File: src/sssp_pkg.sv
`default_nettype none

package sssp_pkg;

   // Proposed distance of a task and also the value stored in the distance array
   typedef logic [31:0] ts_t;

   // Vertex index
   typedef logic [15:0] locale_t;

   // One graph memory word
   typedef logic [31:0] word_t;

   // Word address in graph memory or in the register space
   typedef logic [15:0] addr_t;

   // Configuration writes with this address bit set go to the base registers
   localparam int CFG_REG_BIT = 15;

   // Word addresses of the base registers
   localparam addr_t REG_OFFSET_BASE   = 16'h8000;
   localparam addr_t REG_NEIGHBOR_BASE = 16'h8001;
   localparam addr_t REG_DIST_BASE     = 16'h8002;

   // Distance of a vertex that no task has reached yet
   localparam ts_t DIST_INF = '1;

endpackage

`default_nettype wire

File: src/sssp_task_fifo.sv
`timescale 1ns/1ns
`default_nettype none

module sssp_task_fifo #(
   parameter int DEPTH = 4
) (
   input  wire                   clk,
   input  wire                   rstn,
   input  wire                   push,
   input  wire sssp_pkg::ts_t     push_ts,
   input  wire sssp_pkg::locale_t push_locale,
   input  wire                   pop,
   output logic                  head_valid,
   output sssp_pkg::ts_t          head_ts,
   output sssp_pkg::locale_t      head_locale,
   output logic                  credit,
   output logic                  empty
);
   import sssp_pkg::*;

   localparam int PW = (DEPTH > 1) ? $clog2(DEPTH) : 1;
   localparam int CW = $clog2(DEPTH + 1);

   ts_t            ts_mem  [DEPTH];
   locale_t        loc_mem [DEPTH];
   logic [PW-1:0]  rd_ptr;
   logic [PW-1:0]  wr_ptr;
   logic [CW-1:0]  count;
   logic           do_pop;

   assign empty       = (count == '0);
   assign head_valid  = !empty;
   assign head_ts     = ts_mem[rd_ptr];
   assign head_locale = loc_mem[rd_ptr];
   assign do_pop      = pop && head_valid;

   // The producer's credits guarantee a free slot on every push
   always_ff @(posedge clk) begin
      if (!rstn) begin
         rd_ptr <= '0;
         wr_ptr <= '0;
         count  <= '0;
         credit <= 1'b0;
      end else begin
         credit <= do_pop;
         if (push) begin
            wr_ptr <= (wr_ptr == PW'(DEPTH - 1)) ? '0 : wr_ptr + 1'b1;
         end
         if (do_pop) begin
            rd_ptr <= (rd_ptr == PW'(DEPTH - 1)) ? '0 : rd_ptr + 1'b1;
         end
         count <= count + CW'(push) - CW'(do_pop);
      end
   end

   always_ff @(posedge clk) begin
      if (push) begin
         ts_mem[wr_ptr]  <= push_ts;
         loc_mem[wr_ptr] <= push_locale;
      end
   end

endmodule

`default_nettype wire

File: config.mk
export PLATFORM = sky130hd
export DESIGN_NAME = sssp_task_fifo
export DESIGN_NICKNAME = d
export VERILOG_FILES = /design/src/sssp_pkg.sv /design/src/sssp_task_fifo.sv
export SDC_FILE = /design/constraint.sdc
export NUM_CORES = 1
export LEC_CHECK = 0
export BUFFER_PORTS_ARGS = -buffer_cell sky130_fd_sc_hd__buf_2
export CELL_PAD_IN_SITES_DETAIL_PLACEMENT = 1
export CELL_PAD_IN_SITES_GLOBAL_PLACEMENT = 1
export CORE_UTILIZATION = 50
export CTS_CLUSTER_SIZE = 16
export DETAILED_ROUTE_END_ITERATION = 8
export PLACE_DENSITY_LB_ADDON = 0.1
export SYNTH_ARGS = -nofsm -noshare
export SYNTH_HDL_FRONTEND = slang
export SYNTH_SLANG_ARGS = --single-unit
export TNS_END_PERCENT = 30
File: constraint.sdc
create_clock -name clk -period 2.85 [get_ports clk]
set_input_delay 0.4275 -clock clk [delete_from_list [all_inputs] [get_ports clk]]
set_output_delay 0.4275 -clock clk [all_outputs]
set_load 0.05 [all_outputs]
# Word level (Yosys, flattened, before mapping)
# Memory sizes are Yosys's and may differ from the RTL's. A register that Yosys moved wholly into a read port is not among the register bits.
# Index checks and enable logic that the tools add are counted.
dict set report classes {
  add_sub_neg 4
  mul 0
  div 0
  magnitude_cmp 0
  eq_ne 2
  shifts 0
  muxes 8
  bitwise 0
  reduce_logical 3
}
# cell n
set op_table {}
lappend op_table {{two-way mux 2 bit} 6}
lappend op_table {{adder 2 x 1 -> 2 bit (second input constant)} 2}
lappend op_table {{equality test 2 bit (second input constant)} 2}
lappend op_table {{adder 3 x 1 -> 3 bit} 1}
lappend op_table {{logical NOT 3 bit} 1}
lappend op_table {{subtractor 3 x 1 -> 3 bit} 1}
lappend op_table {{two-way mux 1 bit} 2}
lappend op_table {{logical AND 1 bit} 1}
lappend op_table {{logical NOT 1 bit} 1}
dict set report totals {
  register_bits 8
  latch_bits 0
  ramBits 192
  mem_bits_ro 0
  in_bits 52
  output_inout_bits 51
  n_memories 2
}
# memory words word_bits read_ports rd_clocked_by_memory_dff wr line
set mem_list {}
lappend mem_list {ts_mem 4 32 1 1 1 sssp_task_fifo.sv:24} ;# ts_t ts_mem [DEPTH];
lappend mem_list {loc_mem 4 16 1 1 1 sssp_task_fifo.sv:25} ;# locale_t loc_mem [DEPTH];

# Longest topological paths before layout
dict set report depth {
  word_depth 5
  ltp_mapped 8
  ltp_nobuf 8
}

# Worst setup path after synthesis
# No wires, ideal clock.
dict set report synth_timing {
  kind {register -> register}
  startpoint {register wr_ptr[0]}
  endpoint {memory loc_mem[3][0] (netlist name), enable pin}
  setup_time_ps 410
  arrival_ps 1691
  required_time_ps 2440
  path_slack_ps 749
  path_stages_with_launch 3
  path_buffers 0
  path_cell_list {dfxtp_1 ha_1 and2_1}
}
# element line
set synth_rtl {}
lappend synth_rtl {{start: declaration} sssp_task_fifo.sv:27} ;# logic [PW-1:0] wr_ptr;
lappend synth_rtl {{start signal: assignment} sssp_task_fifo.sv:47} ;# wr_ptr <= (wr_ptr == PW'(DEPTH - 1)) ? '0 : wr_ptr + 1'b1;
lappend synth_rtl {{end: declaration} sssp_task_fifo.sv:25}
# Straight into the memory's write port.

==> flow_summary.yaml <==
cells_and_area:
  layout-drive-gt1-share_pct: 44.1
  syn2layout_area_growth_pct: 18.9
  diodes: 0
  final_nets: 479
  fin_cells: 617
  final_common_cell: "edfxtp_1"
  layout_common_cells: "edfxtp_1, buf_2, mux4_2"
setup_path:
  cp_max_fo: 20
  end_kind: "output port"
  cp-start-kind: "flop"
  timing.rr.start: "count[1]"
  worstPathRequired_ps: 2420
  worstPathArrival_ps: 2150
  crit_type: "reg2out"
floorplan:
  die_y_um: 124
  die_area_mm2: 0.0153
  rows: 44
  die_x_um: 124
  coreArea_mm2: 0.0145
  floorplan.initialDensity_pct: 51.2
  ioPinCount: 103
power_and_ir_drop:
  switchingPower_mw: 2.51
  p_leak_nw: 3.01
  power.density_mw_per_mm2: 903
  intPower_mw: 5.46
  seq_power_share_pct: 44.3
  p_clk_share_pct: 29.9
  comb_power_share_pct: 25.7
  p_sw_share_pct: 31.5
  total_power_mw: 7.97
  ir_drop_mv: 0.592
timing:
  rsz0062_at_grt: "false"
  skew_ps: 9.49
  hold_viol: 0
  slew_headroom_pct: 57.8
  fin_crit_sh_pct: 90.6
  fmax_ghz: 0.387
  fin_tns_setup_ps: 0
  finalMaxSlewViolations: 0
  worstMarginPinSlew_ps: 632
  setup_viol: 0
  min_period_ps: 2580
grt:
  grt_use_met2_pct: 32.4
  gr-total-overflow: 0
  grt_max_degree: 49
  grtUsageTotal_pct: 18.5
  grt_busiest_layer: "met2"
  grt_pass1_vias: 3683
  antenna_found_initial: 0
  grt_util_met3_pct: 4.67
  grt_use_met1_pct: 22.5
  grt_pass1_wl_um: 20300
clocking:
  clockBufferDepth: 3
  ctsResizeCount: 0
  clock_latency_ps: 480
  post_cts_buffers: 0
  cts_sinks: 202
  cts_inserted_buffers: 21
  clk_pin_slew_ps: 60
  ctsRootBufferMaster: "clkbuf_16"
  htree_levels: 1
  hold_buffers: 0
  cts_tree: "yes"
worst_hold_path:
  hp-class: "in2reg"
  min_from: "push_ts[25]"
synthesis:
  syn_area_mm2: 0.00742
  ys_seq_elements: 202
  syn_inst: 297
  synth_fp_nets: 357
  ys_types: 20
  synth_warnings: 0
  avgSynthCellArea_um2: 25.0
  seq_area_frac_synth_pct: 80.4
routing:
  wl_per_cell_um: 22.0
  drt_iter0_drc: 200
  vias: 3379
  via_per_inst: 5.48
  final_antenna_net_count: 0
  drc_errors: 0
  firstDrtPassIters: 4
  wl_um: 13600
placed_design:
  gp_congestion: 0.668
  hpwl_um: 8240
  portBuffers: 102
  dp_cells: 580
job:
  maxCapViolCount: 0
run_status:
  status: "finished, final reports clean"
[registers in the layout, summed over array words and instances (netlist names), named ones only]
| signal | count |
|---|---|
| loc_mem | 64 |
| ts_mem | 128 |
| credit | 1 |
| count | 3 |
| wr_ptr | 2 |
| rd_ptr | 2 |
[metal layers]
| metal | routed length [µm] | up-vias |
|---|---|---|
| li1 | - | 1493 |
| met1 | 5450 | 1778 |
| met2 | 7010 | 90 |
| met3 | 915 | 18 |
| met4 | 206 | 0 |
| met5 | 0 | - |
[layout make-up]
type | instances | area (µm²)
Sequential cell | 202 | 5970
Fill cell | 1223 | 5660
Multi-Input combinational cell | 78 | 1360
Timing Repair Buffer | 110 | 646
Clock buffer | 28 | 552
Tap cell | 184 | 230
Clock inverter | 9 | 42.5
Inverter | 6 | 22.5
[final timing paths]
kind | endpoint | slack, ps | cells past startpoint
hold reg to reg | flop | 500 | 2
hold / removal | ts_mem[2][25] | 160 | 1
setup / recovery | head_ts[22] | 270 | 3
setup reg to reg | count[2] | 840 | 8
[synth_stat cells]
cell type,n,area (µm²)
inv_1,6,22.5
fa_1,1,20.0
ha_1,7,87.6
nor2b_1,4,25.0
buf_2,4,20.0
nor3b_1,1,7.51
nand2_1,3,11.3
mux4_2,48,1080
clkbuf_1,2,7.51
buf_6,3,33.8
and2_1,6,37.5
or3_1,1,6.26
o21a_1,1,7.51
edfxtp_1,192,5770
buf_4,2,15.0
mux2i_1,3,30.0
dfxtp_1,10,200
xnor3_1,1,22.5
or3b_2,1,8.76
o31a_1,1,8.76
[power groups by stage]
stage | registers, mW | clock network (mW) | logic, mW
detailed placement | 3.60 | 0 | 2.08
global route | 3.56 | 2.55 | 2.17
floorplan | 3.52 | 0 | 1.68
CTS | 3.54 | 2.45 | 2.09
finish | 3.53 | 2.39 | 2.05
global placement | 3.59 | 0 | 2.06
[stage by stage]
stage | instance area (µm²) | setup slack [ps] | hold WS (ps) | utilization [%]
after global routing | 8820 | 139 | 144 | 60.9
final | 8820 | 269 | 159 | 60.9
after detailed placement | 8230 | 728 | 493 | 56.8
after floorplan | 7420 | 749 | 454 | -
after CTS | 8820 | 200 | 142 | 60.9
after global placement | 8230 | 740 | 468 | 56.8
[cells by family after synthesis]
family | share of synthesized area, %
adders and majority gates | 1.45
DFF | 80.4
buffers and inverters | 1.33
AOI/OAI and AO/OA | 0.219
xor gates and xnor gates | 0.304
and+or+nand+nor | 1.30
muxes | 15.0
[worst max-delay path, cell delays in order, from the launching register on]
cell,delay (ps)
dfxtp_4,640
buf_12,240
mux4_2,530
buf_2,230
(Power assumes the default switching activity.)
