===== src/sssp_pkg.sv =====
`default_nettype none

package sssp_pkg;

   // Proposed distance of a task and also the value stored in the distance array
   typedef logic [31:0] ts_t;

   // Vertex index
   typedef logic [15:0] locale_t;

   // One graph memory word
   typedef logic [31:0] word_t;

   // Word address in graph memory or in the register space
   typedef logic [15:0] addr_t;

   // Configuration writes with this address bit set go to the base registers
   localparam int CFG_REG_BIT = 15;

   // Word addresses of the base registers
   localparam addr_t REG_OFFSET_BASE   = 16'h8000;
   localparam addr_t REG_NEIGHBOR_BASE = 16'h8001;
   localparam addr_t REG_DIST_BASE     = 16'h8002;

   // Distance of a vertex that no task has reached yet
   localparam ts_t DIST_INF = '1;

endpackage

`default_nettype wire


===== src/sssp_relax_rw.sv =====
`timescale 1ns/1ns
`default_nettype none

module sssp_relax_rw #(
   parameter int FETCH_DEPTH = 2
) (
   input  wire                   clk,
   input  wire                   rstn,
   input  wire                   task_valid,
   input  wire sssp_pkg::ts_t     task_ts,
   input  wire sssp_pkg::locale_t task_locale,
   input  wire sssp_pkg::addr_t   dist_base,
   output sssp_pkg::addr_t        mem_raddr,
   input  wire sssp_pkg::word_t   mem_rdata,
   output logic                  mem_wvalid,
   output sssp_pkg::addr_t        mem_waddr,
   output sssp_pkg::word_t        mem_wdata,
   output logic                  upd_valid,
   output sssp_pkg::locale_t      upd_locale,
   output sssp_pkg::ts_t          upd_dist,
   output logic                  fwd_valid,
   output sssp_pkg::ts_t          fwd_ts,
   output sssp_pkg::locale_t      fwd_locale,
   input  wire                   fetch_credit,
   output logic                  rw_credit,
   output logic                  fwd_pending
);
   import sssp_pkg::*;

   localparam int FCW = $clog2(FETCH_DEPTH + 1);

   logic           cmp_valid;
   logic           hold;
   ts_t            cur_ts;
   locale_t        cur_loc;
   logic [FCW-1:0] fcred;
   logic           improve;

   // Distance read is issued in the same cycle the task arrives
   assign mem_raddr = dist_base + addr_t'(task_locale);

   // Strictly smaller wins and an equal distance is not rewritten
   assign improve    = cmp_valid && (cur_ts < ts_t'(mem_rdata));
   assign mem_wvalid = improve;
   assign mem_waddr  = dist_base + addr_t'(cur_loc);
   assign mem_wdata  = word_t'(cur_ts);
   assign upd_valid  = improve;
   assign upd_locale = cur_loc;
   assign upd_dist   = cur_ts;

   assign fwd_valid   = (improve || hold) && (fcred != '0);
   assign fwd_ts      = cur_ts;
   assign fwd_locale  = cur_loc;
   assign rw_credit   = (cmp_valid && !improve) || fwd_valid;
   assign fwd_pending = cmp_valid || hold;

   always_ff @(posedge clk) begin
      if (!rstn) begin
         cmp_valid <= 1'b0;
         hold      <= 1'b0;
         fcred     <= FCW'(FETCH_DEPTH);
      end else begin
         cmp_valid <= task_valid;
         // Improved task waits here while edge fetch has no free slot
         hold      <= (improve || hold) && !fwd_valid;
         fcred     <= fcred - FCW'(fwd_valid) + FCW'(fetch_credit);
      end
   end

   always_ff @(posedge clk) begin
      if (task_valid) begin
         cur_ts  <= task_ts;
         cur_loc <= task_locale;
      end
   end

endmodule

`default_nettype wire


===== config.mk =====
export PLATFORM = sky130hd
export DESIGN_NAME = sssp_relax_rw
export DESIGN_NICKNAME = d
export VERILOG_FILES = /design/src/sssp_pkg.sv /design/src/sssp_relax_rw.sv
export SDC_FILE = /design/constraint.sdc
export NUM_CORES = 1
export LEC_CHECK = 0
export ABC_AREA = 1
export BUFFER_PORTS_ARGS = -buffer_cell sky130_fd_sc_hd__buf_2
export CAP_MARGIN = 25
export CORE_AREA = 2 2 102 104
export DETAILED_ROUTE_END_ITERATION = 6
export DIE_AREA = 0 0 104 106
export GPL_TIMING_DRIVEN = 0
export PLACE_DENSITY = 0.82
export SLEW_MARGIN = 20
export SYNTH_ARGS = -nofsm -noshare
export SYNTH_HDL_FRONTEND = slang
export SYNTH_SLANG_ARGS = --single-unit

===== constraint.sdc =====
create_clock -name clk -period 2.7 [get_ports clk]
set_clock_uncertainty 0.05 [all_clocks]
set_input_delay 0.27 -clock clk [delete_from_list [all_inputs] [get_ports clk]]
set_output_delay 0.27 -clock clk [all_outputs]
set_load 0.1 [all_outputs]

After elaboration in Yosys (flattened, before gate mapping). Cells that the tools add are included.

Register bits after elaboration: 52. Input bits: 100.

$lt $le $gt $ge: 1. Reductions and logical operators: 10. $add $sub $neg: 4.

Operator list (number): $add A16 B16 Y16 (2); $lt A32 B32 Y1 (1); $logic_and A1 B1 Y1 (4); $logic_or A1 B1 Y1 (3); $add A2 B1 Y2 (1); $logic_not A1 Y1 (2); $reduce_bool A2 Y1 (1); $sub A2 B1 Y2 (1).

Depth between registers and ports, before layout.
Word-level depth: 6. Mapped depth: 20. Mapped depth without buffers: 20.

Worst setup path after synthesis. Ideal clock, no wire load.

Path type: register to output. From: reg cur_loc[0] (netlist: fwd_locale[0]). To: out mem_waddr[12]. Buffers on the path: 0. Arrival time: 3.705 ns. Stages on the path, launching flop included: 12. Path slack: -1.325 ns. Path through: edfxtp_1 -> ha_1 -> inv_1 -> fa_1 -> o21ai_2 -> a21boi_2 -> inv_2 -> nand2_2 -> nand2_2 -> nand3_2 -> nand2_2 -> xor2_1.

Longest elaborated chain between the ends: 1.

Ends and longest elaborated chain: start, declared (line sssp_relax_rw.sv:35) `locale_t cur_loc;`; start signal, assigned (line sssp_relax_rw.sv:73) `cur_loc <= task_locale;`; $add A16 B16 Y16 (line sssp_relax_rw.sv:45) `assign mem_waddr = dist_base + addr_t'(cur_loc);`; end, declared (line sssp_relax_rw.sv:16) `output sssp_pkg::addr_t mem_waddr,`.

Every way passes these cells.

Worst setup path after layout.
From: reg cur_loc[2] (netlist: fwd_locale[2]). To: out mem_waddr[13].

Same word-level chain as after synthesis.

==> impl_metrics.ini <==
[final_layout]
fill_cells = 743
final_nets = 950
diodes = 0
layout-drive-gt1-share_pct = 58.91
fin_cells = 922
fin_util_pct = 70.45
areaGrowthSynthToFinish_pct = 59.90
postLayoutCellArea_um2 = 7044

[timing]
max_freq_mhz = 374.7
whs_ns = 0.07487
fin_crit_sh_pct = 98.84
finalHoldViolations = 0
slew_headroom_pct = 59.36
fin_crit_ns = 2.669
slew_viol_final = 0
rsz0062_at_grt = yes
setup_viol = 0
worst_pin_slew_ns = 0.6097
setup_ws_ns = 0.03129
setup-tns-final_ns = 0

[yosys]
syn_nets = 655
synth_cell_types = 27
synth_top_family_by_area = buffers and inverters
synth_top_area_cell = edfxtp_1
synthMuxAreaShare_pct = 0
syn_area_per_cell_um2 = 8.991
seq_area_frac_synth_pct = 34.54
synth-compound-area-share_pct = 8.804
yosys.area.top_type_share_pct = 32.72
syn_inst = 490
ys_seq_elements = 52
ys_warn_count = 0
synth.cell_area_um2 = 4405
synth_xor_area_share_pct = 6.163
yosys-top-cells-area = edfxtp_1 33%, ha_1 18%, buf_4 14%, inv_1 6.1%, nand2_1 6.0%
synth_fa_ha_area_share_pct = 18.80
yosys.area_share.simple_pct = 11.59

[die]
die_w_um = 104
die_height_um = 106
ioPinCount = 265
core_um2 = 10000
die_area_um2 = 11020
initial_core_util_pct = 44.06
rows = 37

[cts]
cts_tree = done
ctsLongestPathBuffers = 2
clk_latency_ns = 0.31
clockRootBuffer = clkbuf_8
cts_made_buffers = 5
clkSlewWorstSetupHoldPaths_ns = 0.10
h-tree-depth = 2
cts_sinks = 52
hold_buffers = 0

[place]
placed_cells = 891
place_area_um2 = 6510
finalWeightedCongestion = 0.8498
numPortBuffers = 264
pre_cts_ws_ns = -0.2126
dp_hpwl_um = 10740

[grt]
grt.total_usage_pct = 23.14
grt_pass1_wl_um = 20430
grt_pass1_vias = 4401
antenna_found_initial = 0
grt_overflow_total = 0
grt_max_degree = 27

[routing]
dr.pass1.iters = 6
vias = 4333
drc = 0
wire_per_inst_um = 14.34
viasPerCell = 4.700
drtAntennaViolNets = 0
routed_wl_um = 13220
drtIter0Drc = 147

[power]
leakage_nw = 3.666
vdd_drop_max_v = 0.0005474
finalPower_mw = 5.066
power_density_nw_per_um2 = 719.2

[setup_path]
rrSetupSlack_ns = 0.13
worstPathRequired_ns = 2.38
critPathMaxFanout = 4
end_kind = primary output
critPathArrivalTime_ns = 2.35
rr_worst_depth = 17
startpoint_type = register
critPathKind = reg2out

[worst_hold_path]
whs_path_depth = 1
holdCritPathClass = in2reg

[job]
max_cap_violations = 0

[run_status]
status = completed
[cell type report]
class | count | area, um2 | share of cell area [%]
clock buffer | 8 | 100.1 | 1.421
tap | 136 | 170.2 | 2.416
inverter | 74 | 281.5 | 3.996
timing repair buffer | 288 | 1659 | 23.55
sequential | 52 | 1521 | 21.60
multi-input combinational | 283 | 2704 | 38.38
buffer | 81 | 608.1 | 8.632
[state kept, by name, summed over array words and instances, names as in the netlist]
name	flops
hold	1
fwd_ts	32
cmp_valid	1
fwd_locale	16
fcred	2
[cell usage in the layout, fill, tap and decap left out, types with 2 or more instances in the layout]
cell type and instances:
nand2_4 3, a21oi_1 31, xor2_2 9, xnor2_2 4, buf_12 6, nand4_1 3
buf_2 246, xor2_4 10, nor2_1 17, o21ai_0 2, a21oi_4 3, inv_2 5
ha_1 49, nand2_1 65, o21bai_1 2, a21o_1 2, edfxtp_1 48, o31ai_1 2
clkbuf_8 7, xnor2_4 4, xor2_1 2, xnor2_1 2, nand2_2 8, ha_2 2
o21ai_1 8, nor3_1 5, inv_1 68, buf_8 4, buf_6 2, ha_4 12
a21oi_2 8, a31oi_4 2, o21ai_4 3, nand3_2 4, buf_4 111, dfxtp_1 4
nand3_1 10
[report_power, final]
group | switching [mW] | internal, mW | leakage, nW | total [mW]
logic | 2.68 | 0.859 | 3.11 | 3.54
registers | 0.0675 | 0.956 | 0.503 | 1.02
clock network | 0.269 | 0.235 | 0.0515 | 0.504
[layer usage]
layer	vias up	part of all wire, %	track usage (%)
met3	23	7.0	5.028
met4	0	2.0	6.371
met2	185	54	46.62
met1	2008	37	23.85
li1	2117	-	-
met5	-	0	0
[synthesized netlist by cell type]
master,count
nand2_2,6
o31ai_1,2
a21oi_2,2
o21bai_1,2
a21boi_2,2
a21o_1,2
or2_2,2
a31oi_1,4
nor2_1,17
fa_1,2
o21ai_0,3
dfxtp_1,4
nand4_1,3
inv_2,2
nand3_2,2
o21ai_2,2
inv_1,72
xor2_1,21
edfxtp_1,48
ha_1,63
nor3_1,6
o21ai_1,9
a21oi_1,40
buf_4,81
nand3_1,13
nand2_1,70
xnor2_1,10
[kinds of logic (layout without fill, tap and decap cells)]
group / Yosys count / in the layout
xor+xnor: 31 / 31
buf+inv: 155 / 451
flops: 52 / 52
compound gates: 68 / 68
fa+ha+maj: 65 / 65
simple gates: 119 / 119
[worst max-delay path: stages (launching register included)]
cell	delay, ns
edfxtp_1	0.44
ha_4	0.35
nand3_1	0.19
nand2_4	0.16
nand3_1	0.11
nand4_1	0.12
buf_4	0.16
a31oi_4	0.11
xor2_4	0.20
buf_12	0.19
[worst paths after layout]
kind	endpoint	start
setup / recovery	mem_waddr[13]	fwd_locale[2]
hold / removal	fwd_ts[3]	task_ts[3]
setup reg to reg	fcred[1]	fwd_ts[14]
hold reg to reg	hold	hold
[repair_timing]
| item | in CTS | in global routing |
|---|---|---|
| endpoints found under the setup margin | 14 | 19 |
| setup buffers | 8 | 15 |
| pin swaps | 6 | 10 |
| gates resized for setup | 28 | 39 |
Power figures use the tool's default switching activity.
