[src/sssp_pkg.sv]
`default_nettype none

package sssp_pkg;

   // Proposed distance of a task and also the value stored in the distance array
   typedef logic [31:0] ts_t;

   // Vertex index
   typedef logic [15:0] locale_t;

   // One graph memory word
   typedef logic [31:0] word_t;

   // Word address in graph memory or in the register space
   typedef logic [15:0] addr_t;

   // Configuration writes with this address bit set go to the base registers
   localparam int CFG_REG_BIT = 15;

   // Word addresses of the base registers
   localparam addr_t REG_OFFSET_BASE   = 16'h8000;
   localparam addr_t REG_NEIGHBOR_BASE = 16'h8001;
   localparam addr_t REG_DIST_BASE     = 16'h8002;

   // Distance of a vertex that no task has reached yet
   localparam ts_t DIST_INF = '1;

endpackage

`default_nettype wire

[src/sssp_edge_fetch.sv]
`timescale 1ns/1ns
`default_nettype none

module sssp_edge_fetch #(
   parameter int FETCH_DEPTH = 2,
   parameter int CHILD_DEPTH = 16
) (
   input  wire                   clk,
   input  wire                   rstn,
   input  wire                   fwd_valid,
   input  wire sssp_pkg::ts_t     fwd_ts,
   input  wire sssp_pkg::locale_t fwd_locale,
   output logic                  fetch_credit,
   input  wire sssp_pkg::addr_t   offset_base,
   input  wire sssp_pkg::addr_t   neighbor_base,
   output sssp_pkg::addr_t        mem_raddr,
   input  wire sssp_pkg::word_t   mem_rdata,
   output logic                  child_valid,
   output sssp_pkg::ts_t          child_ts,
   output sssp_pkg::locale_t      child_locale,
   input  wire                   child_credit,
   output logic                  busy
);
   import sssp_pkg::*;

   localparam int PW  = (FETCH_DEPTH > 1) ? $clog2(FETCH_DEPTH) : 1;
   localparam int BCW = $clog2(FETCH_DEPTH + 1);
   localparam int CCW = $clog2(CHILD_DEPTH + 1);

   typedef enum logic [2:0] {S_IDLE, S_OFF0, S_OFF1, S_NBR, S_WGT} fetch_state_t;

   ts_t            buf_ts  [FETCH_DEPTH];
   locale_t        buf_loc [FETCH_DEPTH];
   logic [PW-1:0]  rd_ptr;
   logic [PW-1:0]  wr_ptr;
   logic [BCW-1:0] buf_count;
   logic [CCW-1:0] ccred;
   fetch_state_t   state;
   fetch_state_t   state_next;
   ts_t            cur_ts;
   locale_t        cur_loc;
   addr_t          edge_idx;
   addr_t          edge_end;
   locale_t        nbr;
   logic           deq;
   logic           emit;
   addr_t          nbr_addr;

   // Each edge is a (neighbor, weight) word pair
   assign nbr_addr = neighbor_base + {edge_idx[14:0], 1'b0};

   always_comb begin
      state_next = state;
      mem_raddr  = offset_base + addr_t'(buf_loc[rd_ptr]);
      deq        = 1'b0;
      emit       = 1'b0;
      case (state)
         S_IDLE: begin
            if (buf_count != '0) begin
               deq        = 1'b1;
               state_next = S_OFF0;
            end
         end
         S_OFF0: begin
            mem_raddr  = offset_base + addr_t'(cur_loc) + 16'd1;
            state_next = S_OFF1;
         end
         S_OFF1: begin
            // Equal offsets mean the vertex has no outgoing edges
            mem_raddr  = nbr_addr;
            state_next = (addr_t'(mem_rdata) == edge_idx) ? S_IDLE : S_NBR;
         end
         S_NBR: begin
            mem_raddr  = nbr_addr + 16'd1;
            state_next = S_WGT;
         end
         S_WGT: begin
            // Without a child credit the weight read repeats and the edge is held
            mem_raddr = nbr_addr + 16'd1;
            if (ccred != '0) begin
               emit = 1'b1;
               if (edge_idx + 16'd1 == edge_end) begin
                  state_next = S_IDLE;
               end else begin
                  mem_raddr  = nbr_addr + 16'd2;
                  state_next = S_NBR;
               end
            end
         end
         default: state_next = S_IDLE;
      endcase
   end

   assign fetch_credit = deq;
   assign child_valid  = emit;
   assign child_ts     = cur_ts + ts_t'(mem_rdata);
   assign child_locale = nbr;
   assign busy         = (state != S_IDLE) || (buf_count != '0);

   always_ff @(posedge clk) begin
      if (!rstn) begin
         state     <= S_IDLE;
         rd_ptr    <= '0;
         wr_ptr    <= '0;
         buf_count <= '0;
         ccred     <= CCW'(CHILD_DEPTH);
      end else begin
         state <= state_next;
         if (fwd_valid) begin
            wr_ptr <= (wr_ptr == PW'(FETCH_DEPTH - 1)) ? '0 : wr_ptr + 1'b1;
         end
         if (deq) begin
            rd_ptr <= (rd_ptr == PW'(FETCH_DEPTH - 1)) ? '0 : rd_ptr + 1'b1;
         end
         buf_count <= buf_count + BCW'(fwd_valid) - BCW'(deq);
         ccred     <= ccred - CCW'(emit) + CCW'(child_credit);
      end
   end

   always_ff @(posedge clk) begin
      if (fwd_valid) begin
         buf_ts[wr_ptr]  <= fwd_ts;
         buf_loc[wr_ptr] <= fwd_locale;
      end
      if (deq) begin
         cur_ts  <= buf_ts[rd_ptr];
         cur_loc <= buf_loc[rd_ptr];
      end
      if (state == S_OFF0) begin
         edge_idx <= addr_t'(mem_rdata);
      end
      if (state == S_OFF1) begin
         edge_end <= addr_t'(mem_rdata);
      end
      if (state == S_NBR) begin
         nbr <= locale_t'(mem_rdata);
      end
      if (emit) begin
         edge_idx <= edge_idx + 16'd1;
      end
   end

endmodule

`default_nettype wire

[config.mk]
export PLATFORM = sky130hd
export DESIGN_NAME = sssp_edge_fetch
export DESIGN_NICKNAME = d
export VERILOG_FILES = /design/src/sssp_pkg.sv /design/src/sssp_edge_fetch.sv
export SDC_FILE = /design/constraint.sdc
export NUM_CORES = 1
export LEC_CHECK = 0
export BUFFER_PORTS_ARGS = -buffer_cell sky130_fd_sc_hd__clkbuf_2
export CORE_MARGIN = 2
export CORE_UTILIZATION = 39
export CTS_BUF_LIST = sky130_fd_sc_hd__clkbuf_16
export DETAILED_ROUTE_END_ITERATION = 12
export PLACE_DENSITY = 0.64
export SLEW_MARGIN = 5
export SYNTH_ARGS = -nofsm -noshare
export SYNTH_HDL_FRONTEND = slang
export SYNTH_SLANG_ARGS = --single-unit
export TNS_END_PERCENT = 5
[constraint.sdc]
create_clock -name clk -period 10.2 [get_ports clk]
set_input_delay 2.04 -clock clk [delete_from_list [all_inputs] [get_ports clk]]
set_output_delay 2.04 -clock clk [all_outputs]
set_load 0.005 [all_outputs]
* After elaboration in Yosys (flattened, before gate mapping) *
Memory sizes are Yosys's and may differ from the RTL's. A register that Yosys moved wholly into a read port is not among the register bits.
Cells that the tools add are included.
W data, S select, Z words.

operators by class
  mux-type cells = 20
  equal/unequal tests = 8
  add/subtract/negate cells = 14
  reductions and logical operators = 7

operator list
  operator                 count
  $mux W16                 4
  $pmux W16 S4             1
  $add A16 B1 Y16 const B  3
  $add A16 B16 Y16         3
  $add A32 B32 Y32         1
  $eq A16 B16 Y1           2
  $add A16 B2 Y16 const B  1
  $pmux W3 S5              1
  $mux W1                  10
  $eq A3 B2 Y1 const B     2
  $mux W3                  2
  $add A5 B1 Y5            1
  $reduce_bool A5 Y1       1
  $sub A5 B1 Y5            1
  $mux W2                  2
  $ne A2 B2 Y1 const B     2
  $reduce_bool A2 Y1       2
  $eq A3 B1 Y1 const B     1
  $eq A3 B3 Y1 const B     1
  $logic_not A3 Y1         1
  $reduce_bool A3 Y1       1
  $add A1 B1 Y1 const B    2
  $add A2 B1 Y2            1
  $reduce_and A2 Y1        1
  2 further kinds          2

storage, ports and cells
  bits in writable memories = 96
  output and inout bits = 67
  bits of input ports = 116
  word-level logic and storage cells = 60
  memories kept = 2
  flip-flop bits (word level) = 76

memory list
  name     words  bits a word  read ports  clocked after Yosys merged registers in  wr ports  line                   source
  buf_ts   2      32           1           1                                        1         sssp_edge_fetch.sv:32  ts_t buf_ts [FETCH_DEPTH];
  buf_loc  2      16           1           1                                        1         sssp_edge_fetch.sv:33  locale_t buf_loc [FETCH_DEPTH];

* Depth between registers and ports, before layout *
  depth in word-level cells = 5
  mapped depth = 17
  mapped depth without buffers = 16

* Worst setup path after synthesis *
OpenSTA, ideal clock, no wires.

  kind = input to output
  start = input port neighbor_base[1]
  end = output port mem_raddr[15]
  setup slack = 3.094 ns
  stages = 11
  required time = 8.160 ns
  path buffers = 0
  arrival time = 5.066 ns
  cells stage by stage = ha_1 > fa_1 > a211oi_1 > o21ai_1 > and3_1 > o311a_1 > nor4b_4 > nand3_2 > nor4_1 > o32ai_1 > or4_1

between the ends
  word-level cells in the longest chain between the ends = 5
  elaborated cells between the ends (all ways) = 6
  those cells by class = 3 x add/sub; 3 x mux

RTL lines
  what                                                       line                                                                 source
  from (decl)                                                sssp_edge_fetch.sv:15                                                input wire sssp_pkg::addr_t neighbor_base,
  $add A16 B16 Y16 *                                         sssp_edge_fetch.sv:50                                                assign nbr_addr = neighbor_base + {edge_idx[14:0], 1'b0};
  $add A16 B2 Y16 / $add A16 B1 Y16 (equally long branches)  sssp_edge_fetch.sv:85, sssp_edge_fetch.sv:74, sssp_edge_fetch.sv:79
  $mux W16                                                   sssp_edge_fetch.sv:82                                                if (edge_idx + 16'd1 == edge_end) begin
  $mux W16                                                   sssp_edge_fetch.sv:80                                                if (ccred != '0) begin
  $pmux W16 S4 *                                             sssp_edge_fetch.sv:57                                                case (state)
  to (decl)                                                  sssp_edge_fetch.sv:16                                                output sssp_pkg::addr_t mem_raddr,

Every way passes the cells marked *; elsewhere a longest branch is shown, timed or not.

* Final worst setup path *
Ends and elaborated chain as after synthesis.

==> out/qor.csv <==
metric,value,unit
worstPathRequired,8160,ps
syn-num-nets,1437,
ioPinCount,183,
ant_nets,0,
p_clk_share,20.2,%
setup_tns,0,ps
cts_hold_buf,0,
rsz0062_at_grt,false,
finalCritPeriodShare,76.9,%
grt_pass1_vias,10100,
clk_latency,530,ps
grt_pass1_wl,55600,um
arrival,5800,ps
grt_max_degree,48,
antenna_found_initial,5,
crit_type,primary input to output port,
synth.area.top_cells,"edfxtp_1 (44%), ha_1 (8.1%), xnor2_1 (4.3%)",
wl_per_cell,19.1,um
fmax,128,MHz
worst_pin_slew,1180,ps
nets,1613,
cts_tree,done,
hpwl,26800,um
cpPeakStageDelay,560,ps
grt_overflow,0,
critPathMostFrequentCell,clkbuf_2,
holdWs,524,ps
htreeDepth,1,
totalWireLength,35800,um
intPower,0.00250,W
irDropWorstVdd,209,uV
die-area,0.0355,mm2
synth_ff_type,edfxtp_1,
p_seq_share,30.6,%
slowest_stage,or4_1,
critPathTopFamily,simple AND/OR/NAND/NOR gates,
switching_share,40.4,%
syn_inst,1230,
die_y,188,um
multi_input_area,0.00689,mm2
critPathBufInv,2,
yosys.area.top_type,edfxtp_1,
netlist_area,0.0132,mm2
max-slew-margin-rel,21.0,%
skew,25.4,ps
rrSetupSlack,6170,ps
vias_per_cell,5.53,
drive_above_1_share,21.4,%
run_status,completed,
dr_total_vias,10400,
cp-start-kind,primary input,
synth-seq-cells,205,
leakagePower,6.03,nW
crit_path_end_kind,output port,
crit_chain,clkbuf_2 -> ha_1 -> fa_1 -> a211oi_1 -> o21ai_1 -> and3_1 -> o311a_1 -> nor4b_4 -> nand3_2 -> nor4_1 -> o32ai_1 -> or4_1 -> clkbuf_2,
fin_crit,7840,ps
pwr_density_cell,272,mW/mm2
cp_max_fo,7,
portBuffers,182,
grtUsageTotal,19.8,%
area.sequential,0.00603,mm2
yosysWarnings,0,
synth_edf_count,192,
ys_types,81,
clock_sinks,205,
rr_worst_depth,17,
netlist.area_leader.share,43.5,%
cts_setup_buffers,0,
fillerInstances,3179,
maxCapViolCount,0,
cts_resized,0,
avgSynthCellArea,10.8,um2
gp_congestion,0.921,
final-setup-viol-count,0,
fp.dieW,188,um
min_path_cells,1,
core_area,0.0335,mm2
path_depth,13,
cts_buffer_depth,3,
finalHoldViolCount,0,
cts_buffers,25,
area_delta_synth_final,16.3,%
switchingPower,0.00169,W
clk_pin_slew,60,ps
root_buffer,clkbuf_16,
drt_iter0_markers,606,
first_pass_iters,5,
hold_path.class,register to register,
rows,67,
drc,0,
synth-seq-area-share,45.5,%
start_util,39.5,%
share_comb_of_total_power,49.2,%
final_max_slew_viol_count,0,
synthArstFlopShare,0,%
==> state kept, by name (all words and copies together) (netlist names), named ones only <==
| register | flops |
|---|---|
| buf_count | 2 |
| buf_loc | 32 |
| buf_ts | 64 |
| ccred | 5 |
| child_locale | 16 |
| cur_loc | 16 |
| cur_ts | 32 |
| edge_end | 16 |
| edge_idx | 16 |
| rd_ptr | 1 |
| state | 3 |
| wr_ptr | 1 |
==> worst paths after layout <==
kind,from,endpoint
setup / recovery,neighbor_base[1],mem_raddr[15]
hold / removal,buf_ts[0][2],cur_ts[2]
setup reg to reg,ccred[3],ccred[4]
hold reg to reg,buf_ts[0][2],cur_ts[2]
==> metal layers <==
metal | share of wire, % | GRT usage, %
met2 | 46 | 32.3
met4 | 2.6 | 5.47
met5 | 0.078 | 0
met1 | 44 | 26.2
met3 | 7.4 | 4.77
==> power by group through the flow <==
stage               Combinational [W]  Sequential, W  Clock, W
finish                        0.00206        0.00128  0.000846
global route                  0.00228        0.00130  0.000896
CTS                           0.00206        0.00128  0.000866
detailed placement            0.00204        0.00130         0
global placement              0.00202        0.00129         0
floorplan                     0.00147        0.00121         0
==> Yosys cell counts (6+ instances only) <==
cell type / count
dfxtp_1: 13
buf_2: 6
o2111ai_1: 8
mux2_2: 47
nor2_1: 73
a31oi_1: 12
mux2i_1: 11
ha_1: 86
nand2b_1: 10
o31ai_1: 11
or2_2: 7
a21o_1: 19
inv_1: 47
nor2b_1: 15
and3_1: 16
and2_1: 18
xor2_1: 53
nand3_1: 32
nor4_1: 10
or3_1: 14
a22oi_1: 13
a211oi_1: 22
a21oi_1: 63
nor3_1: 32
o21ai_0: 71
o211ai_1: 8
nand4_1: 11
nand2_1: 88
clkbuf_1: 28
edfxtp_1: 192
o21a_1: 16
xnor2_1: 65
==> cell families (layout without fill, tap and decap cells) <==
| kind of cell | count (synthesis) | count (layout) | synth area share [%] |
|---|---|---|---|
| AND/OR/NAND/NOR | 358 | 358 | 14.1 |
| AO/OA/AOI/OAI | 306 | 306 | 15.4 |
| flip-flops | 205 | 205 | 45.5 |
| XOR/XNOR | 122 | 122 | 8.49 |
| adder cells (fa/ha/maj) | 91 | 91 | 8.88 |
| buffers and inverters | 89 | 282 | 2.72 |
| multiplexers | 59 | 59 | 5.00 |
| other | 0 | 3 | 0 |
==> placed cells by master (no fill, tap or decap), types with 5 or more instances in the layout <==
| cell type | Yosys | layout |
|---|---|---|
| and3_1 | 16 | 16 |
| a211oi_1 | 22 | 22 |
| o2111ai_1 | 8 | 8 |
| edfxtp_1 | 192 | 192 |
| nand2b_1 | 10 | 10 |
| or3_1 | 14 | 14 |
| ha_1 | 86 | 86 |
| inv_1 | 47 | 50 |
| a22oi_1 | 13 | 13 |
| a31oi_1 | 12 | 12 |
| and2_1 | 18 | 17 |
| dfxtp_1 | 13 | 13 |
| o311ai_0 | 5 | 5 |
| xnor2_1 | 65 | 65 |
| o21ai_0 | 71 | 70 |
| clkinv_2 | 0 | 9 |
| nor2_1 | 73 | 73 |
| a21oi_1 | 63 | 63 |
| a21boi_0 | 5 | 5 |
| mux2_2 | 47 | 47 |
| mux2i_1 | 11 | 11 |
| nand3_1 | 32 | 32 |
| o31ai_1 | 11 | 11 |
| fa_1 | 5 | 5 |
| nor4_1 | 10 | 10 |
| o211ai_1 | 8 | 8 |
| nor2b_1 | 15 | 14 |
| nand4_1 | 11 | 11 |
| nand3b_1 | 5 | 5 |
| clkinv_1 | 2 | 5 |
| clkbuf_2 | 0 | 182 |
| clkbuf_16 | 0 | 25 |
| or2_2 | 7 | 7 |
| o21a_1 | 16 | 16 |
| xor2_1 | 53 | 53 |
| nand2_1 | 88 | 88 |
| a21o_1 | 19 | 19 |
| buf_4 | 3 | 7 |
| nor3_1 | 32 | 30 |
==> cell type report <==
type	instances	share of cell area, %
well taps	448	3.64
inverters	49	1.19
diodes	3	0.0487
clock inverters	19	1.02
flip-flops and latches	205	39.1
repair buffers	189	6.25
multi-input cells	936	44.7
clock buffers	25	4.06
==> stage by stage <==
stage / area, um2 / util (%) / power (W) / setup slack, ps / std cells
after floorplan: 13200 / - / 0.00268 / 3090 / 1230
after global placement: 14600 / 43.6 / 0.00331 / 2520 / 1827
after detailed placement: 14600 / 43.6 / 0.00334 / 2440 / 1827
after CTS: 15400 / 45.9 / 0.00420 / 2430 / 1871
after global routing: 15400 / 45.9 / 0.00447 / 2130 / 1871
final: 15400 / 46.0 / 0.00419 / 2360 / 1874
No activity file was read; power rests on OpenSTA's default activity.
