### config.mk
export PLATFORM = sky130hd
export DESIGN_NAME = sssp_task_sched
export DESIGN_NICKNAME = d
export VERILOG_FILES = /design/src/sssp_pkg.sv /design/src/sssp_task_sched.sv
export SDC_FILE = /design/constraint.sdc
export NUM_CORES = 1
export LEC_CHECK = 0
export BUFFER_PORTS_ARGS = -buffer_cell sky130_fd_sc_hd__buf_2
export CAP_MARGIN = 20
export CORE_AREA = 2 2 61 63
export DETAILED_ROUTE_END_ITERATION = 8
export DIE_AREA = 0 0 63 65
export GPL_ROUTABILITY_DRIVEN = 0
export MAX_ROUTING_LAYER = met4
export PLACE_DENSITY = 0.79
export SLEW_MARGIN = 25
export SYNTH_ARGS = -nofsm -noshare
export SYNTH_HDL_FRONTEND = slang
export SYNTH_SLANG_ARGS = --single-unit
### constraint.sdc
create_clock -name clk -period 1.53 [get_ports clk]
set_input_delay 0.306 -clock clk [delete_from_list [all_inputs] [get_ports clk]]
set_output_delay 0.306 -clock clk [all_outputs]
set_load 0.02 [all_outputs]
### src/sssp_pkg.sv
`default_nettype none

package sssp_pkg;

   // Proposed distance of a task and also the value stored in the distance array
   typedef logic [31:0] ts_t;

   // Vertex index
   typedef logic [15:0] locale_t;

   // One graph memory word
   typedef logic [31:0] word_t;

   // Word address in graph memory or in the register space
   typedef logic [15:0] addr_t;

   // Configuration writes with this address bit set go to the base registers
   localparam int CFG_REG_BIT = 15;

   // Word addresses of the base registers
   localparam addr_t REG_OFFSET_BASE   = 16'h8000;
   localparam addr_t REG_NEIGHBOR_BASE = 16'h8001;
   localparam addr_t REG_DIST_BASE     = 16'h8002;

   // Distance of a vertex that no task has reached yet
   localparam ts_t DIST_INF = '1;

endpackage

`default_nettype wire

### src/sssp_task_sched.sv
`timescale 1ns/1ns
`default_nettype none

module sssp_task_sched (
   input  wire                   clk,
   input  wire                   rstn,
   input  wire                   ext_head_valid,
   input  wire sssp_pkg::ts_t     ext_head_ts,
   input  wire sssp_pkg::locale_t ext_head_locale,
   input  wire                   ext_empty,
   input  wire                   child_head_valid,
   input  wire sssp_pkg::ts_t     child_head_ts,
   input  wire sssp_pkg::locale_t child_head_locale,
   input  wire                   child_empty,
   output logic                  ext_pop,
   output logic                  child_pop,
   output logic                  rw_valid,
   output sssp_pkg::ts_t          rw_ts,
   output sssp_pkg::locale_t      rw_locale,
   input  wire                   rw_credit,
   input  wire                   fetch_busy,
   input  wire                   relax_fwd_pending,
   output logic                  idle
);

   // Relax has a single input slot, so one credit is enough
   logic rw_cred;

   // Child tasks go first so that edge fetch always drains and the chain cannot deadlock
   always_comb begin
      rw_valid  = rw_cred && (child_head_valid || ext_head_valid);
      child_pop = rw_valid && child_head_valid;
      ext_pop   = rw_valid && !child_head_valid;
      if (child_head_valid) begin
         rw_ts     = child_head_ts;
         rw_locale = child_head_locale;
      end else begin
         rw_ts     = ext_head_ts;
         rw_locale = ext_head_locale;
      end
   end

   always_ff @(posedge clk) begin
      if (!rstn) begin
         rw_cred <= 1'b1;
      end else begin
         case ({rw_valid, rw_credit})
            2'b10: rw_cred <= 1'b0;
            2'b01: rw_cred <= 1'b1;
            default: rw_cred <= rw_cred;
         endcase
      end
   end

   // Nothing queued, nothing in relax and nothing left in edge fetch
   assign idle = ext_empty && child_empty && rw_cred && !relax_fwd_pending && !fetch_busy;

endmodule

`default_nettype wire

==> Word-level counts from Yosys, hierarchy flattened <==
Index checks and enable logic that the tools add are counted.
{ "totals": {"inputBits": 105, "output_inout_bits": 52, "elab_cells": 18, "ff_bits": 1} }
{ "classes": {"reduce_logical": 12, "muxes": 3, "eq_ne": 2} }
{ "ops": {"columns": ["cell", "count"], "rows": [
  ["2-to-1 mux 32 bit", 1],
  ["2-to-1 mux 16 bit", 1],
  ["logical AND 1 bit", 7],
  ["logical NOT 1 bit", 3],
  ["== test 2 x 1 -> 1 bit (second input constant)", 1],
  ["== test 2 bit (second input constant)", 1],
  ["one-hot mux 1 bit (2 select lines)", 1],
  ["nonzero test 2 bit", 1],
  ["logical OR 1 bit", 1]
]} }

==> Depth between registers and ports, before layout <==
Gate-level depths: netlist (run 1).
{ "depth": {"depth_word": 4, "depth_mapped": 6, "ltp_nobuf": 4} }

==> Worst setup path before layout (run 1) <==
OpenSTA, ideal clock, no wires.
{ "synth_timing": {"kind": "input-to-reg", "from": "input port child_head_valid", "to": "register rw_cred", "setup_ns": 0.115, "t_arrival_ns": 1.161, "n_path_buf": 2, "stages": 6, "path_slack_ns": 0.254, "required_time_ns": 1.415, "cell_sequence": "buf_6 buf_8 o21ai_2 ha_1 mux2i_1 nand2_1"} }
{ "synth_between": {"elab_chain_len": 4, "elab_cells_between_ends": 6, "cone_classes": "eq/ne: 2; mux: 1; reduce/logical: 3"} }
{ "synth_lines": {"columns": ["item", "line", "text"], "rows": [
  ["from (decl)", "sssp_task_sched.sv:11", "input wire child_head_valid,"],
  ["logical OR 1 bit (*)", "sssp_task_sched.sv:31", "rw_valid = rw_cred && (child_head_valid || ext_head_valid);"],
  ["logical AND 1 bit (*)", "sssp_task_sched.sv:31", null],
  ["== test 2 x 1 -> 1 bit / == test 2 bit (equally long branches)", "sssp_task_sched.sv:47", "case ({rw_valid, rw_credit})"],
  ["one-hot mux 1 bit (2 select lines) / nonzero test 2 bit (equally long branches)", null, null],
  ["to (signal assigned)", "sssp_task_sched.sv:50", "default: rw_cred <= rw_cred;"],
  ["to (decl)", "sssp_task_sched.sv:27", "logic rw_cred;"]
]} }
Mark *: on every way between the ends. The rest lies on a longest branch, timed or not.
A chain may end at the register's enable or synchronous reset.

==> Worst setup path after layout (run 1) <==
{ "layout_timing": {"from": "input port child_head_valid", "to": "output port rw_ts[9]"} }
{ "layout_between": {"elab_chain_len": 1} }
{ "layout_lines": {"columns": ["item", "line", "text"], "rows": [
  ["2-to-1 mux 32 bit", "sssp_task_sched.sv:34", "if (child_head_valid) begin"],
  ["to (decl)", "sssp_task_sched.sv:18", "output sssp_pkg::ts_t rw_ts,"]
]} }
No other way between the ends.

==> impl_metrics.ini, run 1 <==
[outcome]
outcome = completed

[critical_path]
path_cells = buf_2 -> buf_12 -> mux2_4 -> buf_2
worstSetupPathType = primary input to primary output
timing.rr.start = rw_cred
worst-path-stages = 4
crit_fanout = 25
rrSetupSlack_ns = 0.44
crit_family = buffers and inverters
rr_worst_depth = 4
r2r_end = rw_cred
slowest_delay_ns = 0.32
startpoint = child_head_valid
endpoint_kind = primary output
crit_path_start_kind = primary input
crit_path_end = rw_ts[9]
crit_arrival_ns = 1.16
cp_slowest_cell = mux2_4
cp_data_required_time_ns = 1.22
crit_buf_inv = 3
cp_common_cell = buf_2

[cells_and_area]
largest_register = rw_cred
synthToLayoutAreaGrowth_pct = 85.4
nets = 324
reg_top3 = rw_cred: 1 flops
largest_register_ff_count = 1
drive_gt1_share_pct = 95.8
diodes = 0

[timing]
setup_viol = 0
worstMarginPinSlew_ns = 0.185
setup_ws_ns = 0.0609
fin_crit_sh_pct = 96.0
finalMaxSlewViolations = 0
fin_tns_setup_ns = 0
clock_skew_ns = 0
rsz0062_at_grt = false
finalHoldViolCount = 0
min_period_ns = 1.47
slew_headroom_pct = 87.7
max_freq_mhz = 681

[global_route]
grt_max_degree = 26
grt_pass1_wl_um = 4390
antenna_found_initial = 0
grt_overflow_total = 0
grt_pass1_vias = 1059
track_usage_pct = 13.2

[synth]
avgSynthCellArea_um2 = 14.2
synth_top_area_share_pct = 77.8
synthesis.area_um2 = 907
synth_seq_cells = 1
synth_area_leaders = mux2_4 78%, buf_12 8.8%, dfxtp_1 2.2%
seq_area_frac_synth_pct = 2.21
synth_fp_nets = 170
ys_types = 15
synth_warnings = 0
synthCells = 64
synth_largest_area_cell = mux2_4

[detailed_routing]
drt-pass1-iter-count = 3
ant_nets = 0
viasPerCell = 4.26
drc = 0
drt_wl_total_um = 3150
drt_iter0_markers = 18
num_vias = 1124
wl_per_cell_um = 11.9

[die]
coreArea_um2 = 3500
dieArea_um2 = 4100
fp.dieH_um = 65
die_w_um = 63
ios = 157
start_util_pct = 25.9
rows = 22

[cts]
cts_setup_buffers = 0
ctsResizeCount = 0
clock_latency_ns = 0
cts.clk_slew.worst_paths_ns = 0
postCtsHoldBufs = 0

[power_and_ir_drop]
max-vdd-ir-drop_v = 0.000212
leakage_nw = 1.07
powerDensity_nw_per_um2 = 391

[placed_design]
port_buffers = 156
dp_hpwl_um = 2930
post-place-ws_ns = 0.0559

[flow_run]
maxCapViolations = 0

[min_path]
hp-class = primary input to flip-flop
-- through the flow --
stage	power, W	utilization [%]	instances	hold slack, ns	instance area [µm²]
finish	0.000658	48.1	264	0.477	1680
global route	0.000695	48.1	264	0.488	1680
CTS	0.000663	48.1	264	0.481	1680
detailed placement	0.000662	48.1	264	0.481	1680
global placement	0.000653	48.1	264	0.468	1680
floorplan	0.000438	-	64	0.368	907
-- how the worst min path moves through the flow --
stage                     cells after the start  slack, ns  endpoint  startpoint
after floorplan                               1       0.37   rw_cred        rstn
after global placement                        2       0.47   rw_cred        rstn
after detailed placement                      2       0.48   rw_cred        rstn
after CTS                                     2       0.48   rw_cred        rstn
after global routing                          2       0.49   rw_cred        rstn
final                                         2       0.48   rw_cred        rstn
-- cell usage in the layout (no fill, tap or decap) --
cell type,instances
mux2_4,47
nand2_1,1
dfxtp_1,1
mux2i_1,1
nor3_1,1
inv_1,1
and3b_1,1
o21ai_2,1
mux2_2,1
and2_1,1
nand3_1,1
buf_2,156
buf_12,2
ha_1,1
-- cells by family (layout without fill, tap and decap cells) --
logic type,count (synthesis),after routing,synth area share (%)
compound gates,1,1,0.966
fa+ha+maj,1,1,1.38
buf+inv,7,159,12.1
flops,1,1,2.21
mux,49,49,80.1
simple gates,5,5,3.17
-- routing by layer --
layer | vias up | track usage (%) | part of all wire [%]
li1 | 543 | - | -
met1 | 514 | 12.4 | 34
met2 | 67 | 29.3 | 58
met3 | 0 | 1.74 | 8.1
met4 | 0 | 0 | 0
met5 | - | - | 0
-- cell usage after synthesis --
library cell and instances:
and2_1 1, and3b_1 1, buf_12 4, buf_6 1, buf_8 1, dfxtp_1 1
ha_1 1, inv_1 1, mux2_2 1, mux2_4 47, mux2i_1 1, nand2_1 1
nand3_1 1, nor3_1 1, o21ai_2 1
-- cell type report --
cell class	count	area (µm²)
Sequential cell	1	20.0
Inverter	1	3.75
Timing Repair Buffer	158	821
Tap cell	48	60.1
Multi-Input combinational cell	56	777
Fill cell	336	1810
-- where the power goes --
part | switching (W) | internal, W | total, W
registers | 0.00000507 | 0.0000310 | 0.0000360
clock network | 0 | 0 | 0
logic | 0.000287 | 0.000335 | 0.000622
total | 0.000292 | 0.000366 | 0.000658
Power figures use the tool's default switching activity.
==> run 2: changes to the inputs <==
==> constraint.sdc (replaced) <==
create_clock -name clk -period 1.53 [get_ports clk]
set_input_delay 0.0765 -clock clk [delete_from_list [all_inputs] [get_ports clk]]
set_output_delay 0.0765 -clock clk [all_outputs]
set_load 0.02 [all_outputs]
==> run 2 against run 1 <==
Compared with the run above: critical path depth unchanged; fmax is 27% higher; via count is 2.1% lower; critical endpoint is now rw_ts[6]; largest cell class unchanged; highest routed layer unchanged.
==> impl_metrics.ini, run 2 (synthesis gave the netlist of run 1 again) <==
[detailed_routing]
drt_wl_total_um = 3190
ant_nets = 0
wl_per_cell_um = 12.0
wl_met3_um = 251
m1WireLength_um = 1170
drc = 0
viasPerCell = 4.15
drt_iter0_markers = 28
highest_layer = met3
drt-pass1-iter-count = 4
wl_met2_um = 1760
num_vias = 1100

[critical_path]
cp_data_required_time_ns = 1.45
worstSetupPathType = primary input to primary output
slowest_delay_ns = 0.33
cp_common_cell = buf_2
crit_fanout = 14
cp_slowest_cell = mux2_4
path_cells = buf_2 -> buf_4 -> mux2_4 -> buf_2
timing.rr.start = rw_cred
endpoint_kind = primary output
crit_family = buffers and inverters
crit_path_start_kind = primary input
crit_buf_inv = 3
crit_arrival_ns = 1.08
startpoint = child_head_valid

[placed_design]
port_buffers = 156
post-place-ws_ns = 0.364
dp_hpwl_um = 2950

[cts]
cts.clk_slew.worst_paths_ns = 0
postCtsHoldBufs = 0
cts_setup_buffers = 0
ctsResizeCount = 0
clock_latency_ns = 0

[timing]
setup_ws_ns = 0.376
fin_crit_sh_pct = 75.4
clock_skew_ns = 0
setup_viol = 0
fin_tns_setup_ns = 0
worstMarginPinSlew_ns = 0.229
slew_headroom_pct = 84.7
finalMaxSlewViolations = 0
rsz0062_at_grt = false
min_period_ns = 1.15
max_freq_mhz = 866
finalHoldViolCount = 0

[power_and_ir_drop]
max-vdd-ir-drop_v = 0.000246
leakage_nw = 1.07
powerDensity_nw_per_um2 = 391

[die]
start_util_pct = 25.9
coreArea_um2 = 3500
dieArea_um2 = 4100
fp.dieH_um = 65
rows = 22
ios = 157
die_w_um = 63

[cells_and_area]
final_common_cell = buf_2
largest_register_ff_count = 1
largest_register = rw_cred
reg_top3 = rw_cred: 1 flops
diodes = 0
synthToLayoutAreaGrowth_pct = 84.8
nFillCells = 348
drive_gt1_share_pct = 95.9
nets = 325
layout_common_cells = 156 x buf_2, 47 x mux2_4, 2 x buf_4

[global_route]
grt_max_degree = 30
grt_pass1_vias = 1053
grt_overflow_total = 0
grt_pass1_wl_um = 4560
antenna_found_initial = 0
track_usage_pct = 13.6

[min_path]
hp-start = rstn
hp-class = primary input to flip-flop

[outcome]
outcome = completed

[flow_run]
maxCapViolations = 0
-- run 2: changes by cell type in the layout (fill, tap and decap cells not counted), sizes merged --
cell / before / now
buf: 158 / 159
-- run 2: worst reg2reg max path, stage by stage, from the launching register on --
cell,delay [ns]
dfxtp_1,0.37
o21ai_2,0.08
ha_1,0.29
mux2i_1,0.17
nand2_1,0.06
-- run 2: area by class of cell --
cell class	count	area (µm²)	area share, %
Inverter	1	3.75	0.224
Multi-Input combinational cell	56	777	46.3
Timing Repair Buffer	159	816	48.7
Tap cell	48	60.1	3.58
Sequential cell	1	20.0	1.19
-- run 2: per-layer routing --
metal | global-route usage, % | vias to the layer above
met5 | - | -
met1 | 16.0 | 488
li1 | - | 545
met2 | 26.9 | 67
met3 | 0.868 | 0
met4 | 0 | 0
-- run 2: per-stage QoR --
stage	util (%)	std cells	total power (W)	instance area (µm²)	hold slack (ns)
after floorplan	-	64	0.000438	907	0.138
after global placement	48.0	265	0.000654	1680	0.237
after detailed placement	48.0	265	0.000662	1680	0.248
after CTS	48.0	265	0.000663	1680	0.245
after global routing	48.0	265	0.000695	1680	0.270
final	48.0	265	0.000656	1680	0.243
-- run 2: final timing paths --
| check | slack, ns | cells past startpoint | to |
|---|---|---|---|
| worst max-delay path | 0.38 | 4 | rw_ts[6] |
| worst min-delay path | 0.24 | 2 | rw_cred |
| worst max register to register | 0.44 | 4 | rw_cred |
| worst min register to register | 0.55 | 2 | rw_cred |
-- run 2: power by group --
part | total (W) | internal [W] | switching, W
Sequential | 0.0000359 | 0.0000310 | 0.00000493
Clock | 0 | 0 | 0
Combinational | 0.000620 | 0.000333 | 0.000288
Total | 0.000656 | 0.000364 | 0.000293
==> run 3: changes to the inputs <==
==> constraint.sdc (replaced) <==
create_clock -name clk -period 1.1 [get_ports clk]
set_input_delay 0.055 -clock clk [delete_from_list [all_inputs] [get_ports clk]]
set_output_delay 0.055 -clock clk [all_outputs]
set_load 0.02 [all_outputs]
==> run 3 against run 2 <==
Compared with the run above: clock skew stayed put; core utilization is 0.47 points higher; design area is 0.97% higher; combinational power is 42% higher; power is 42% higher; sequential power is 36% higher; die area stayed put; sequential cell count stayed put; via count is 2.0% higher; global-route usage is 0.29 points higher; routed wire length is 1.5% higher; critical endpoint is now rw_cred.
==> impl_metrics.ini, run 3 (synthesis gave the netlist of run 1 again) <==
[outcome]
outcome = completed

[critical_path]
cp_data_required_time_ns = 0.98
crit_fanout = 2
endpoint_kind = flip-flop
rrSetupSlack_ns = 0.07
crit_arrival_ns = 0.91
worstSetupPathType = flip-flop to flip-flop
crit_path_start_kind = flip-flop

[cts]
clock_latency_ns = 0
postCtsHoldBufs = 0
cts.clk_slew.worst_paths_ns = 0

[global_route]
gr-usage-met2_pct = 27.9
met3_usage_pct = 1.74
grt_overflow_total = 0
grt_pass1_vias = 1067
grt_util_met1_pct = 15.3
grt.busiest_layer = met2
grt_max_degree = 32
grt_pass1_wl_um = 4620
track_usage_pct = 13.9
antenna_found_initial = 0

[power_and_ir_drop]
powerDensity_nw_per_um2 = 549
max-vdd-ir-drop_v = 0.000293
comb_power_share_pct = 94.7
internal_power_w = 0.000518
power_switching_w = 0.000411
leakage_nw = 1.07
switching_share_pct = 44.2
sequentialPowerShare_pct = 5.3
p_clk_share_pct = 0

[flow_run]
maxCapViolations = 0

[timing]
fin_crit_sh_pct = 93.9
clock_skew_ns = 0
worstMarginPinSlew_ns = 0.226
finalHoldViolCount = 0
slew_headroom_pct = 84.9
rsz0062_at_grt = false
finalMaxSlewViolations = 0
fin_tns_setup_ns = 0
min_period_ns = 1.03
max_freq_mhz = 969
setup_viol = 0

[cells_and_area]
nets = 325
final_cells = 265
drive_gt1_share_pct = 96.3
diodes = 0
layout_common_cells = 155 x buf_2, 47 x mux2_4, 2 x buf_4, 2 x buf_12
largest_register = rw_cred
reg_top3 = rw_cred: 1 flops
final_common_cell = buf_2
nFillCells = 336
largest_register_ff_count = 1
synthToLayoutAreaGrowth_pct = 86.6

[detailed_routing]
num_vias = 1122
drt_iter0_markers = 23
drc = 0
viasPerCell = 4.23
drt_wl_total_um = 3240
drt-pass1-iter-count = 4
ant_nets = 0
wl_per_cell_um = 12.2

[placed_design]
dp_hpwl_um = 3040
placedCellCount = 265
port_buffers = 156

[die]
dieArea_um2 = 4100
die_w_um = 63
coreArea_um2 = 3500
ios = 157
start_util_pct = 25.9
fp.dieH_um = 65
rows = 22

[min_path]
hp-class = primary input to flip-flop
==> run 3: worst paths after layout <==
| check | from | end | cells after the start |
|---|---|---|---|
| setup reg to reg | rw_cred | rw_cred | 4 |
| hold / removal | rstn | rw_cred | 2 |
| hold reg to reg | rw_cred | rw_cred | 3 |
| setup / recovery | rw_cred | rw_cred | 4 |
==> run 3: what timing repair did <==
action | CTS | global route
pin swaps | 0 | 1
setup endpoints to repair | 1 | 1
resized for setup | 1 | 1
buffers inserted | 0 | 0
==> run 3: critical path, cell delays in order (launching register included) <==
cell	delay (ns)
dfxtp_2	0.32
o21ai_2	0.06
ha_1	0.29
mux2i_1	0.18
nand2_1	0.06
==> run 3: power groups by stage <==
stage	combinational, W	sequential (W)	clock [W]
after floorplan	0.000561	0.0000485	0
after global placement	0.000873	0.0000482	0
after detailed placement	0.000888	0.0000477	0
after CTS	0.000890	0.0000477	0
after global routing	0.000933	0.0000494	0
final	0.000880	0.0000488	0
==> run 3: area by class of cell <==
cell class | count | area, µm² | area share (%)
timing repair buffer | 159 | 831 | 49.1
sequential | 1 | 21.3 | 1.26
inverter | 1 | 3.75 | 0.222
multi-input combinational | 56 | 777 | 45.9
tap | 48 | 60.1 | 3.55
==> run 3: per-layer routing <==
metal  vias to the layer above  part of all wire [%]
met3                         0                   8.4
met4                         0                     0
li1                        545                     -
met1                       510                    34
met5                         -                     0
met2                        67                    58
==> run 3: per-stage QoR <==
stage                     area (µm²)  hold WS, ns  worst slack (ns)  power, W  util [%]
after floorplan                  907        0.117            0.0575  0.000609         -
after global placement          1690        0.218            0.0119  0.000921      48.3
after detailed placement        1690        0.219          0.000295  0.000936      48.3
after CTS                       1690        0.220            0.0205  0.000938      48.4
after global routing            1690        0.230           0.00426  0.000983      48.4
final                           1690        0.212            0.0676  0.000929      48.4
